[src/design/alu_cfg.svh]
`ifndef ALU_CFG_SVH
`define ALU_CFG_SVH

// operand and shift widths
`define XLEN 32
`define SHAMT_W 5

// long op latencies
`define DIV_STEPS 32
`define MUL_STAGES 2
`define CNT_W 6

`endif

[src/design/alu_pkg.sv]
`default_nettype none

package alu_pkg;

	typedef enum logic [4:0] {
		ADD,
		SUB,
		SLL,
		SRL,
		SRA,
		OR,
		AND,
		XOR,
		SLT,
		SLTU,
		MUL,
		MULH,
		MULHSU,
		MULHU,
		DIV,
		DIVU,
		REM,
		REMU,
		BEQ,
		BNE,
		BLT,
		BGE,
		BLTU,
		BGEU
	} alu_op_e;

	typedef enum logic [1:0] {IDLE, MUL_RUN, DIV_INIT, DIV_RUN} seq_state_e;

endpackage

`default_nettype wire

[src/design/alu_step_if.sv]
`default_nettype none
`include "alu_cfg.svh"

interface alu_step_if;
	import alu_pkg::*;

	logic [`MUL_STAGES-1:0] mul_stage;	// bit 0 loads stage 1, bit 1 loads stage 2
	logic div_init;
	logic div_advance;
	logic div_last;
	logic res_load;
	alu_op_e op;	// held for the whole operation

	modport seq (output mul_stage, div_init, div_advance, div_last, res_load, op);
	modport core (input op, res_load);
	modport div (input op, div_init, div_advance, div_last);
	modport mul (input op, mul_stage);

endinterface

`default_nettype wire

[src/design/alu_sequencer.sv]
`default_nettype none
`include "alu_cfg.svh"

module alu_sequencer (
	input wire clk,
	input wire reset,
	input wire start,
	input var alu_pkg::alu_op_e op_in,
	alu_step_if.seq step,
	output logic load,
	output logic [`CNT_W-1:0] load_value,
	input wire last,
	output logic busy,
	output logic done
);
	import alu_pkg::*;

	localparam logic [`CNT_W-1:0] MUL_CNT = `MUL_STAGES;
	localparam logic [`CNT_W-1:0] DIV_CNT = `DIV_STEPS;

	seq_state_e state_q, state_d, cur;
	alu_op_e op_q;
	logic busy_q, done_q, fin_q, fin_d;
	logic accept;

	function automatic seq_state_e path_of(alu_op_e o);
		if (o inside {MUL, MULH, MULHSU, MULHU})
			return MUL_RUN;
		if (o inside {DIV, DIVU, REM, REMU})
			return DIV_INIT;
		return IDLE;
	endfunction

	assign accept = start & ~busy_q;
	assign cur = accept ? path_of(op_in) : state_q;	// start cycle acts on the new path
	assign step.op = busy_q ? op_q : op_in;

	////////////////////////////////////////
	// step controls and next state

	always_comb begin
		step.mul_stage = '0;
		step.div_init = 1'b0;
		step.div_advance = 1'b0;
		step.div_last = 1'b0;
		step.res_load = 1'b0;
		load = 1'b0;
		load_value = '0;
		state_d = state_q;
		fin_d = 1'b0;
		case (cur)
			IDLE: begin
				step.res_load = accept | fin_q;	// fast op, or divide wrap-up
				state_d = IDLE;
			end
			MUL_RUN: begin
				if (accept) begin
					step.mul_stage = 2'b01;
					load = 1'b1;
					load_value = MUL_CNT;
					state_d = MUL_RUN;
				end else begin
					step.mul_stage = last ? 2'b00 : 2'b10;
					step.res_load = last;
					if (last)
						state_d = IDLE;
				end
			end
			DIV_INIT: begin
				step.div_init = 1'b1;
				load = 1'b1;
				load_value = DIV_CNT;
				state_d = DIV_RUN;
			end
			DIV_RUN: begin
				step.div_advance = 1'b1;
				step.div_last = last;
				if (last) begin
					state_d = IDLE;
					fin_d = 1'b1;	// quotient settles one edge later
				end
			end
			default: state_d = IDLE;
		endcase
	end

	always_ff @(posedge clk) begin
		if (reset) begin
			state_q <= IDLE;
			busy_q <= 1'b0;
			done_q <= 1'b0;
			fin_q <= 1'b0;
		end else begin
			state_q <= state_d;
			fin_q <= fin_d;
			done_q <= step.res_load;
			if (accept)
				busy_q <= 1'b1;
			else if (done_q)
				busy_q <= 1'b0;
		end
	end

	always_ff @(posedge clk) begin
		if (accept)
			op_q <= op_in;
	end

	assign busy = busy_q;
	assign done = done_q;

	a_no_done_on_accept: assert property (@(posedge clk) disable iff (reset)
		(start && !busy) |-> !done);
	a_adv_in_run: assert property (@(posedge clk) disable iff (reset)
		step.div_advance |-> state_q == DIV_RUN);

endmodule

`default_nettype wire

[src/design/step_counter.sv]
`default_nettype none
`include "alu_cfg.svh"

module step_counter (
	input wire clk,
	input wire reset,
	input wire load,
	input wire [`CNT_W-1:0] load_value,
	output logic last
);

	localparam logic [`CNT_W-1:0] ONE = 1;

	logic [`CNT_W-1:0] count;

	always_ff @(posedge clk) begin
		if (reset)
			count <= '0;
		else if (load)
			count <= load_value;
		else if (count != '0)
			count <= count - ONE;	// parks at zero
	end

	assign last = (count == ONE);

	a_load_idle: assert property (@(posedge clk) disable iff (reset)
		load |-> count == '0);

endmodule

`default_nettype wire

[src/design/long_div.sv]
`default_nettype none
`include "alu_cfg.svh"

module long_div (
	input wire clk,
	alu_step_if.div step,
	input wire [`XLEN-1:0] dividend,
	input wire [`XLEN-1:0] divisor,
	output logic [`XLEN-1:0] quot,
	output logic [`XLEN-1:0] remd
);
	import alu_pkg::*;

	localparam logic [`XLEN-1:0] MOST_NEG = {1'b1, {(`XLEN-1){1'b0}}};

	logic is_signed;
	logic [`XLEN-1:0] a_abs, b_abs, dvs_q;
	logic neg_q, neg_r, div_zero, ovf;
	logic [`XLEN:0] r_shift, r_diff;
	logic ge;
	logic [`XLEN-1:0] q_next, r_next;

	assign is_signed = (step.op == DIV) || (step.op == REM);
	assign a_abs = (is_signed && dividend[`XLEN-1]) ? -dividend : dividend;
	assign b_abs = (is_signed && divisor[`XLEN-1]) ? -divisor : divisor;

	////////////////////////////////////////
	// one restoring step

	always_comb begin
		r_shift = {remd, quot[`XLEN-1]};
		r_diff = r_shift - {1'b0, dvs_q};
		ge = (r_shift >= {1'b0, dvs_q});
		r_next = ge ? r_diff[`XLEN-1:0] : r_shift[`XLEN-1:0];
		q_next = {quot[`XLEN-2:0], ge};
	end

	always_ff @(posedge clk) begin
		if (step.div_init) begin
			quot <= a_abs;	// shifts out into the remainder
			remd <= '0;
			dvs_q <= b_abs;
			neg_q <= is_signed & (dividend[`XLEN-1] ^ divisor[`XLEN-1]);
			neg_r <= is_signed & dividend[`XLEN-1];
			div_zero <= (divisor == '0);
			ovf <= is_signed && (dividend == MOST_NEG) && (divisor == '1);
		end else if (step.div_advance) begin
			if (step.div_last) begin
				if (div_zero) begin
					quot <= '1;
					remd <= dividend;
				end else if (ovf) begin
					quot <= dividend;
					remd <= '0;
				end else begin
					quot <= neg_q ? -q_next : q_next;
					remd <= neg_r ? -r_next : r_next;	// remainder follows dividend sign
				end
			end else begin
				quot <= q_next;
				remd <= r_next;
			end
		end
	end

	a_init_alone: assert property (@(posedge clk)
		!(step.div_advance && step.div_init));

endmodule

`default_nettype wire

[src/design/mul_pipe.sv]
`default_nettype none
`include "alu_cfg.svh"

module mul_pipe (
	input wire clk,
	alu_step_if.mul step,
	input wire [`XLEN-1:0] ain,
	input wire [`XLEN-1:0] bin,
	output logic [2*`XLEN-1:0] prod
);
	import alu_pkg::*;

	logic a_sx, b_sx;
	logic signed [`XLEN:0] a_ext, b_ext;
	logic signed [2*`XLEN+1:0] full;

	// mulhsu keeps b unsigned
	assign a_sx = step.op inside {MUL, MULH, MULHSU};
	assign b_sx = step.op inside {MUL, MULH};

	////////////////////////////////////////
	// stage 1, operand capture

	always_ff @(posedge clk) begin
		if (step.mul_stage[0]) begin
			a_ext <= {a_sx & ain[`XLEN-1], ain};
			b_ext <= {b_sx & bin[`XLEN-1], bin};
		end
	end

	assign full = a_ext * b_ext;	// 33x33 signed covers all three kinds

	////////////////////////////////////////
	// stage 2, product

	always_ff @(posedge clk) begin
		if (step.mul_stage[1])
			prod <= full[2*`XLEN-1:0];
	end

endmodule

`default_nettype wire

[src/design/barrel_shifter.sv]
`default_nettype none
`include "alu_cfg.svh"

module barrel_shifter #(
	parameter int WIDTH = `XLEN
) (
	input wire [WIDTH-1:0] d_in,
	input wire [$clog2(WIDTH)-1:0] shamt,
	input wire arith,
	input wire right,
	output logic [WIDTH-1:0] d_out
);

	localparam int SW = $clog2(WIDTH);

	logic [WIDTH-1:0] d_rev, out_rev;
	logic [WIDTH-1:0] stage [SW+1];
	logic fill;

	// left shifts run through the right shifter bit-reversed
	for (genvar i = 0; i < WIDTH; i++) begin : g_rev
		assign d_rev[i] = d_in[WIDTH-1-i];
		assign out_rev[i] = stage[SW][WIDTH-1-i];
	end

	assign fill = arith & right & d_in[WIDTH-1];
	assign stage[0] = right ? d_in : d_rev;

	for (genvar s = 0; s < SW; s++) begin : g_stage
		assign stage[s+1] = shamt[s] ? {{(2**s){fill}}, stage[s][WIDTH-1:2**s]} : stage[s];
	end

	assign d_out = right ? stage[SW] : out_rev;

endmodule

`default_nettype wire

[src/design/alu_core.sv]
`default_nettype none
`include "alu_cfg.svh"

module alu_core (
	input wire clk,
	input wire reset,
	alu_step_if.core step,
	input wire [`XLEN-1:0] a,
	input wire [`XLEN-1:0] b,
	input wire [`XLEN-1:0] quot,
	input wire [`XLEN-1:0] remd,
	input wire [2*`XLEN-1:0] prod,
	output logic [`XLEN-1:0] result,
	output logic branch_taken
);
	import alu_pkg::*;

	logic sub_like, uns;
	logic [`XLEN:0] add_ans;
	logic zero, lt;
	logic [`XLEN-1:0] log_ans, sft_ans, res_d;
	logic br_d;

	////////////////////////////////////////
	// shared 33-bit adder

	assign sub_like = step.op inside {SUB, SLT, SLTU, BEQ, BNE, BLT, BGE, BLTU, BGEU};
	assign uns = step.op inside {SLTU, BLTU, BGEU};
	assign add_ans = {~uns & a[`XLEN-1], a}
		+ ({(`XLEN+1){sub_like}} ^ {~uns & b[`XLEN-1], b})
		+ {{`XLEN{1'b0}}, sub_like};
	assign zero = (add_ans[`XLEN-1:0] == '0);
	assign lt = add_ans[`XLEN];	// sign of the extended difference

	assign log_ans = (step.op == AND) ? (a & b) : (step.op == OR) ? (a | b) : (a ^ b);

	barrel_shifter #(.WIDTH(`XLEN)) u_shift (
		.d_in(a),
		.shamt(b[`SHAMT_W-1:0]),
		.arith(step.op == SRA),
		.right((step.op == SRL) || (step.op == SRA)),
		.d_out(sft_ans)
	);

	always_comb begin
		br_d = 1'b0;
		case (step.op)
			ADD, SUB: res_d = add_ans[`XLEN-1:0];
			SLL, SRL, SRA: res_d = sft_ans;
			OR, AND, XOR: res_d = log_ans;
			SLT, SLTU: res_d = {{(`XLEN-1){1'b0}}, lt};
			MUL: res_d = prod[`XLEN-1:0];
			MULH, MULHSU, MULHU: res_d = prod[2*`XLEN-1:`XLEN];
			DIV, DIVU: res_d = quot;
			REM, REMU: res_d = remd;
			default: begin
				res_d = add_ans[`XLEN-1:0];	// branches report a - b
				case (step.op)
					BEQ: br_d = zero;
					BNE: br_d = ~zero;
					BLT, BLTU: br_d = lt;
					default: br_d = ~lt;
				endcase
			end
		endcase
	end

	always_ff @(posedge clk) begin
		if (reset) begin
			result <= '0;
			branch_taken <= 1'b0;
		end else if (step.res_load) begin
			result <= res_d;
			branch_taken <= br_d;
		end
	end

endmodule

`default_nettype wire

[src/design/exec_unit.sv]
`default_nettype none
`include "alu_cfg.svh"

module exec_unit (
	input wire clk,
	input wire reset,
	input wire start,
	input var alu_pkg::alu_op_e op,
	input wire [`XLEN-1:0] a,
	input wire [`XLEN-1:0] b,
	output logic [`XLEN-1:0] result,
	output logic branch_taken,
	output logic busy,
	output logic done
);

	logic load, last;
	logic [`CNT_W-1:0] load_value;
	logic [`XLEN-1:0] quot, remd;
	logic [2*`XLEN-1:0] prod;

	alu_step_if u_step ();

	alu_sequencer u_seq (
		.clk(clk),
		.reset(reset),
		.start(start),
		.op_in(op),
		.step(u_step.seq),
		.load(load),
		.load_value(load_value),
		.last(last),
		.busy(busy),
		.done(done)
	);

	step_counter u_cnt (
		.clk(clk),
		.reset(reset),
		.load(load),
		.load_value(load_value),
		.last(last)
	);

	long_div u_div (
		.clk(clk),
		.step(u_step.div),
		.dividend(a),
		.divisor(b),
		.quot(quot),
		.remd(remd)
	);

	mul_pipe u_mul (
		.clk(clk),
		.step(u_step.mul),
		.ain(a),
		.bin(b),
		.prod(prod)
	);

	alu_core u_core (
		.clk(clk),
		.reset(reset),
		.step(u_step.core),
		.a(a),
		.b(b),
		.quot(quot),
		.remd(remd),
		.prod(prod),
		.result(result),
		.branch_taken(branch_taken)
	);

endmodule

`default_nettype wire

[config.mk]
export PLATFORM = sky130hd
export DESIGN_NAME = exec_unit
export DESIGN_NICKNAME = d
export VERILOG_FILES = /design/src/design/alu_pkg.sv /design/src/design/alu_step_if.sv /design/src/design/alu_sequencer.sv /design/src/design/step_counter.sv /design/src/design/long_div.sv /design/src/design/mul_pipe.sv /design/src/design/barrel_shifter.sv /design/src/design/alu_core.sv /design/src/design/exec_unit.sv
export VERILOG_INCLUDE_DIRS = /design/src /design/src/design
export SDC_FILE = /design/constraint.sdc
export NUM_CORES = 2
export LEC_CHECK = 0
export ABC_AREA = 1
export BUFFER_PORTS_ARGS = -buffer_cell sky130_fd_sc_hd__buf_2
export CORE_UTILIZATION = 50
export CTS_CLUSTER_SIZE = 10
export DETAILED_ROUTE_END_ITERATION = 10
export MAX_ROUTING_LAYER = met4
export PLACE_DENSITY = 0.73
export SLEW_MARGIN = 25
export SYNTH_ARGS = -nofsm -noshare
export SYNTH_HDL_FRONTEND = slang
export SYNTH_SLANG_ARGS = --single-unit
export TNS_END_PERCENT = 30
[constraint.sdc]
create_clock -name clk -period 13 [get_ports clk]
set_clock_uncertainty 0.1 [all_clocks]
set_input_delay 2.6 -clock clk [delete_from_list [all_inputs] [get_ports clk]]
set_output_delay 2.6 -clock clk [all_outputs]
set_load 0.005 [all_outputs]
# Word level (Yosys, flattened, before mapping)
# Index checks and enable logic that the tools add are counted.
[word_totals]
word_cells = 168
reg_bits = 279
inputBits = 72
output_inout_bits = 35
[op_classes]
mux = 54
mul = 1
order_cmp = 1
n_eq_ne = 37
n_addsub = 8
n_bitwise = 20
reduce_logical = 29
[op_table]
columns = ["operator", "count"]
rows = [
  ["$mux W32", 22],
  ["$pmux W32 S7", 1],
  ["$neg A32 Y32", 4],
  ["$eq A5 B4 Y1 const B", 14],
  ["$eq A32 B32 Y1 const B", 2],
  ["$logic_not A32 Y1", 2],
  ["$mul A33 B33 Y64", 1],
  ["$eq A5 B5 Y1 const B", 10],
  ["$add A33 B1 Y33", 1],
  ["$add A33 B33 Y33", 1],
  ["$ge A33 B32 Y1", 1],
  ["$xor A33 B33 Y33", 1],
  ["$and A32 B32 Y32", 1],
  ["$or A32 B32 Y32", 1],
  ["$sub A32 B32 Y32", 1],
  ["$xor A32 B32 Y32", 1],
  ["$mux W2", 11],
  ["$eq A5 B3 Y1 const B", 4],
  ["$reduce_or A18 Y1", 1],
  ["$mux W1", 12],
  ["$mux W6", 2],
  ["$pmux W6 S2", 1],
  ["$eq A5 B2 Y1 const B", 2],
  ["$reduce_or A2 Y1", 5],
  ["23 further kinds", 48],
]

# Logic depth before layout (Yosys ltp)
[logic_depth]
word_depth = 12
mapped_depth = 33
mapped_depth_nobuf = 33

# Hierarchy
# From an unflattened synthesis, not the netlist that was laid out.
[unflattened]
hier_cells = 8978
hier_area_um2 = 65815.6
[modules_own_cells]
columns = ["mod", "area_each_um2", "instances", "cells_each", "seq_area_each_um2"]
rows = [
  ["mul_pipe", 44341.3, 1, 5308, 3903.7],
  ["long_div", 10965.5, 1, 1806, 2682.6],
  ["alu_core", 6845.3, 1, 1141, 660.6],
  ["barrel_shifter", 2517.4, 1, 561, 0.0],
  ["alu_sequencer", 718.2, 1, 94, 250.2],
  ["step_counter", 427.9, 1, 68, 120.1],
]

# Worst setup path after synthesis
# OpenSTA, ideal clock, no wires.
[synth_timing]
kind = "register to register"
start = "register u_mul.a_ext[16]"
end = "register u_mul.prod[63], data pin"
stages_incl_launch_ff = 28
slack_ns = 5.758
path_buffers = 2
setup_ns = 0.264
arrival_ns = 6.878
synth_period_minus_slack_ns = 7.242
required_time_ns = 12.636
cell_sequence = "edfxtp_1 > clkbuf_1 > clkbuf_1 > nand2_1 > fa_1 > fa_1 > fa_1 > inv_1 > fa_1 > inv_1 > fa_1 > inv_1 > fa_1 > fa_1 > inv_1 > fa_1 > inv_1 > ha_1 > nand2_1 > nor2_1 > nand2_1 > nor4_1 > a21oi_1 > nor3_1 > nor2_1 > o31ai_1 > a31oi_1 > xor2_1"
[synth_via]
elab_chain_cells = 1
[synth_lines]
columns = ["element", "line", "rtl"]
rows = [
  ["start: declaration", "mul_pipe.sv:14", "logic signed [`XLEN:0] a_ext, b_ext;"],
  ["start signal: assignment", "mul_pipe.sv:26", "a_ext <= {a_sx & ain[`XLEN-1], ain};"],
  ["$mul A33 B33 Y64", "mul_pipe.sv:31", "assign full = a_ext * b_ext;"],
  ["via u_mul.full[63]", "mul_pipe.sv:15", "logic signed [2*`XLEN+1:0] full;"],
  ["end signal: assignment", "mul_pipe.sv:38", "prod <= full[2*`XLEN-1:0];"],
  ["end: declaration", "mul_pipe.sv:9", "output logic [2*`XLEN-1:0] prod"],
]
# The timed path passes the listed nets, and every way through them passes these cells.
# A chain may end at the register's enable or synchronous reset.

# Final worst setup path
[layout_timing]
start = "register u_mul.b_ext[9]"
end = "register u_mul.prod[62], data pin"
[layout_via]
elab_chain_cells = 1
[layout_lines]
columns = ["element", "line", "rtl"]
rows = [
  ["start: declaration", "mul_pipe.sv:14", ""],
  ["start signal: assignment", "mul_pipe.sv:27", "b_ext <= {b_sx & bin[`XLEN-1], bin};"],
  ["$mul A33 B33 Y64", "mul_pipe.sv:31", ""],
  ["via u_mul.full[62]", "mul_pipe.sv:15", ""],
]
# The timed path passes the listed nets, and every way through them passes these cells.

==> key figures <==
Status
  – Outcome: complete, no violations

Timing
  – Transition time at the pin with the least slew margin: 1.04 ns
  – Minimum clock period: 8.66 ns
  – Hold Vio Cnt, Final: 0
  – RSZ-0062 raised after global routing: no
  – Final setup fails: 0
  – Final setup TNS: 0 ns
  – Slew margin rel.: 0.301
  – Max Slew Vio Count: 0
  – Period utilization: 0.666
  – F_max: 0.115 GHz

Layout
  – Area of the multi-input gates: 46000 µm²
  – Final core occ: 0.531
  – FF+latch area: 7620 µm²
  – Share of cells above drive strength 1: 0.0454
  – Nets: 9614
  – Synth-to-Final Area Change: 4.68%
  – Most frequent cells in the layout: inv_1, nand2_1, fa_1
  – Most common cell after layout, fill and taps aside: inv_1
  – # fillers: 11852

Synth
  – Post-synth EDFFs: 203
  – Mapped Cells: 8222
  – Sequential-to-total area share from yosys stat: 0.121
  – Syn avg cell area: 7.66 µm²
  – Share of flip-flops with an asynchronous set or reset: 0
  – Synth Warn #: 0
  – Seq cells post-synth: 279
  – Synth Flop Type: edfxtp_1
  – Post-Syn Nets: 9771
  – Yosys cell types: 68
  – Synth Cell Area: 63000 µm²

Place
  – HPWL Detailed: 179000 µm
  – GP Congestion: 1.06
  – IO Port Bufs: 106

Route
  – Vias per inst: 5.70
  – Vias post-DR: 55526
  – Drt first pass iters: 7
  – Number of DRC markers in iteration 0: 6814
  – DRC Markers: 0
  – Avg WL per Cell: 23.5 µm
  – Routed WL: 229000 µm
  – Antenna-violating nets left: 0

Floorplan
  – Die Span X: 357 µm
  – IO Pins: 107
  – Initial Utilization: 0.507
  – Die area: 127000 µm²
  – Core Region: 124000 µm²
  – Die height: 357 µm
  – Row Count: 129

Setup path
  – CP dominant cell by count: fa_1
  – Crit end category: flop
  – Critical Path Slowest Stage Cell: fa_1
  – WS Path Type: flop to flop
  – Crit-path max FO: 33
  – CP peak stage delay: 0.88 ns
  – Crit path cell chain: buf_4 -> nand2_1 -> fa_1 -> fa_1 -> inv_1 -> fa_1 -> inv_1 -> fa_1 -> fa_1 -> inv_1 -> fa_1 -> inv_1 -> fa_1 -> fa_1 -> inv_1 -> ha_1 -> nand2_1 -> nor2_1 -> inv_1 -> nor4_1 -> nand3_1 -> nand2_1 -> xor2_1
  – Critical Path Start Type: flop
  – Arr. time, crit path: 8.87 ns
  – Data required, critical path: 13.21 ns

GRT
  – Largest net degree at the start of global routing: 90
  – Met1 Track Usage GR: 0.501
  – First-pass GRT wire length: 347000 µm
  – Met2 GRT Util: 0.562
  – Total gr overflow: 0
  – Initial antenna violation count: 23
  – GRT busiest layer: met2
  – Vias in the first global route: 55687
  – Met3 GRT Util: 0.0661
  – Gr usage total: 0.376

Power and ir drop
  – Max rail drop VDD: 0.000362 V
  – Leakage: 35.8 nW
  – Cell area power density: 215 nW/µm²

Clock network
  – Setup repair bufs after CTS: 0
  – Maximum root-to-sink buffer count: 3
  – Worst-Skew Late Latency: 0.58 ns
  – CTS Hold Buffers Added: 0
  – CTS sink count: 279
  – CTS root buf: clkbuf_16
  – Num CTS Buffers: 37
  – Reg clk slew, reported paths: 0.06 ns
  – H-tree Lvls: 2
  – TritonCTS clock tree: yes
  – Post_cts resized: 0

Job
  – Max Cap Viol: 0

Hold path
  – Hold Crit Class: flop to flop
[worst paths after layout]
kind	from	endpoint	slack, ns	cells past startpoint
worst max-delay path	u_mul.b_ext[9]$_DFFE_PP_	u_mul.prod[62]$_DFFE_PP_	4.34	23
worst min-delay path	u_core.result[7]$_SDFFE_PP0P_	u_core.result[7]$_SDFFE_PP0P_	0.35	2
worst max register to register	u_mul.b_ext[9]$_DFFE_PP_	u_mul.prod[62]$_DFFE_PP_	4.34	23
worst min register to register	u_core.result[7]$_SDFFE_PP0P_	u_core.result[7]$_SDFFE_PP0P_	0.35	2
[layout make-up]
class | count | area share
multi-input combinational | 5465 | 0.697
inverter | 2070 | 0.118
sequential | 279 | 0.116
tap | 1637 | 0.0311
timing repair buffer | 212 | 0.0204
clock buffer | 53 | 0.0159
clock inverter | 9 | 0.00125
antenna | 21 | 0.000797
[metrics by stage]
stage	cells	area (µm²)	hold slack [ns]	power [mW]	setup slack, ns
detailed placement	9663	64800	0.340	12.9	4.48
finish	9746	65900	0.351	14.2	4.34
global placement	9662	64700	0.336	12.8	4.57
floorplan	8222	63000	0.348	9.38	5.76
global route	9743	65900	0.376	15.4	4.05
CTS	9725	65900	0.353	14.0	4.47
[metal layers]
layer | routed length (µm) | up-vias
li1 | - | 24347
met1 | 90700 | 27344
met2 | 101000 | 3246
met3 | 25400 | 589
met4 | 12200 | 0
met5 | 0 | -
[state kept, by name, indices dropped and copies added (netlist names), 2 cells and up]
name	flops
u_cnt.count	6
u_div.remd	32
u_mul.prod	64
u_mul.a_ext	33
u_div.quot	32
u_mul.b_ext	33
u_div.dvs_q	32
u_core.result	32
u_seq.op_q	5
u_seq.state_q	2
[where the power goes]
part           internal [mW]  leakage (nW)  total [mW]  switching (mW)
registers               1.52          2.45        1.59          0.0681
clock network          0.578         0.555        1.01           0.432
logic                   3.96          32.8        11.6            7.63
[cells in the mapped netlist, drive strengths merged (29+ instances only)]
library cell / count / area [µm²]
nand2: 2011 / 7610
buf: 50 / 323
o21ai: 396 / 2030
o221ai: 39 / 342
ha: 350 / 4380
o211ai: 95 / 713
a31oi: 29 / 181
clkbuf: 358 / 1340
edfxtp: 203 / 6100
nor3: 64 / 330
xor2: 136 / 1190
fa: 1127 / 22600
nand3: 240 / 1230
o22ai: 29 / 181
a21oi: 284 / 1460
inv: 2064 / 7750
xnor2: 58 / 508
nor2: 374 / 1470
dfxtp: 76 / 1520
nand4: 41 / 257
[critical path, delay by kind of cell, from the launching register on]
| family | cells | cell delay (ns) |
|---|---|---|
| XOR/XNOR | 1 | 0.07 |
| buffers and inverters | 7 | 1.19 |
| AND/OR/NAND/NOR | 6 | 1.47 |
| adder cells (fa/ha/maj) | 9 | 5.22 |
| flip-flops | 1 | 0.33 |
[kinds of logic after synthesis]
family,count (synthesis),synth area share
buf+inv,2478,0.150
flops,279,0.121
compound gates,993,0.0932
fa+ha+maj,1477,0.428
mux,12,0.00191
xor+xnor,194,0.0270
simple gates,2789,0.180
Note: power is estimated with default switching activity, not from simulation.
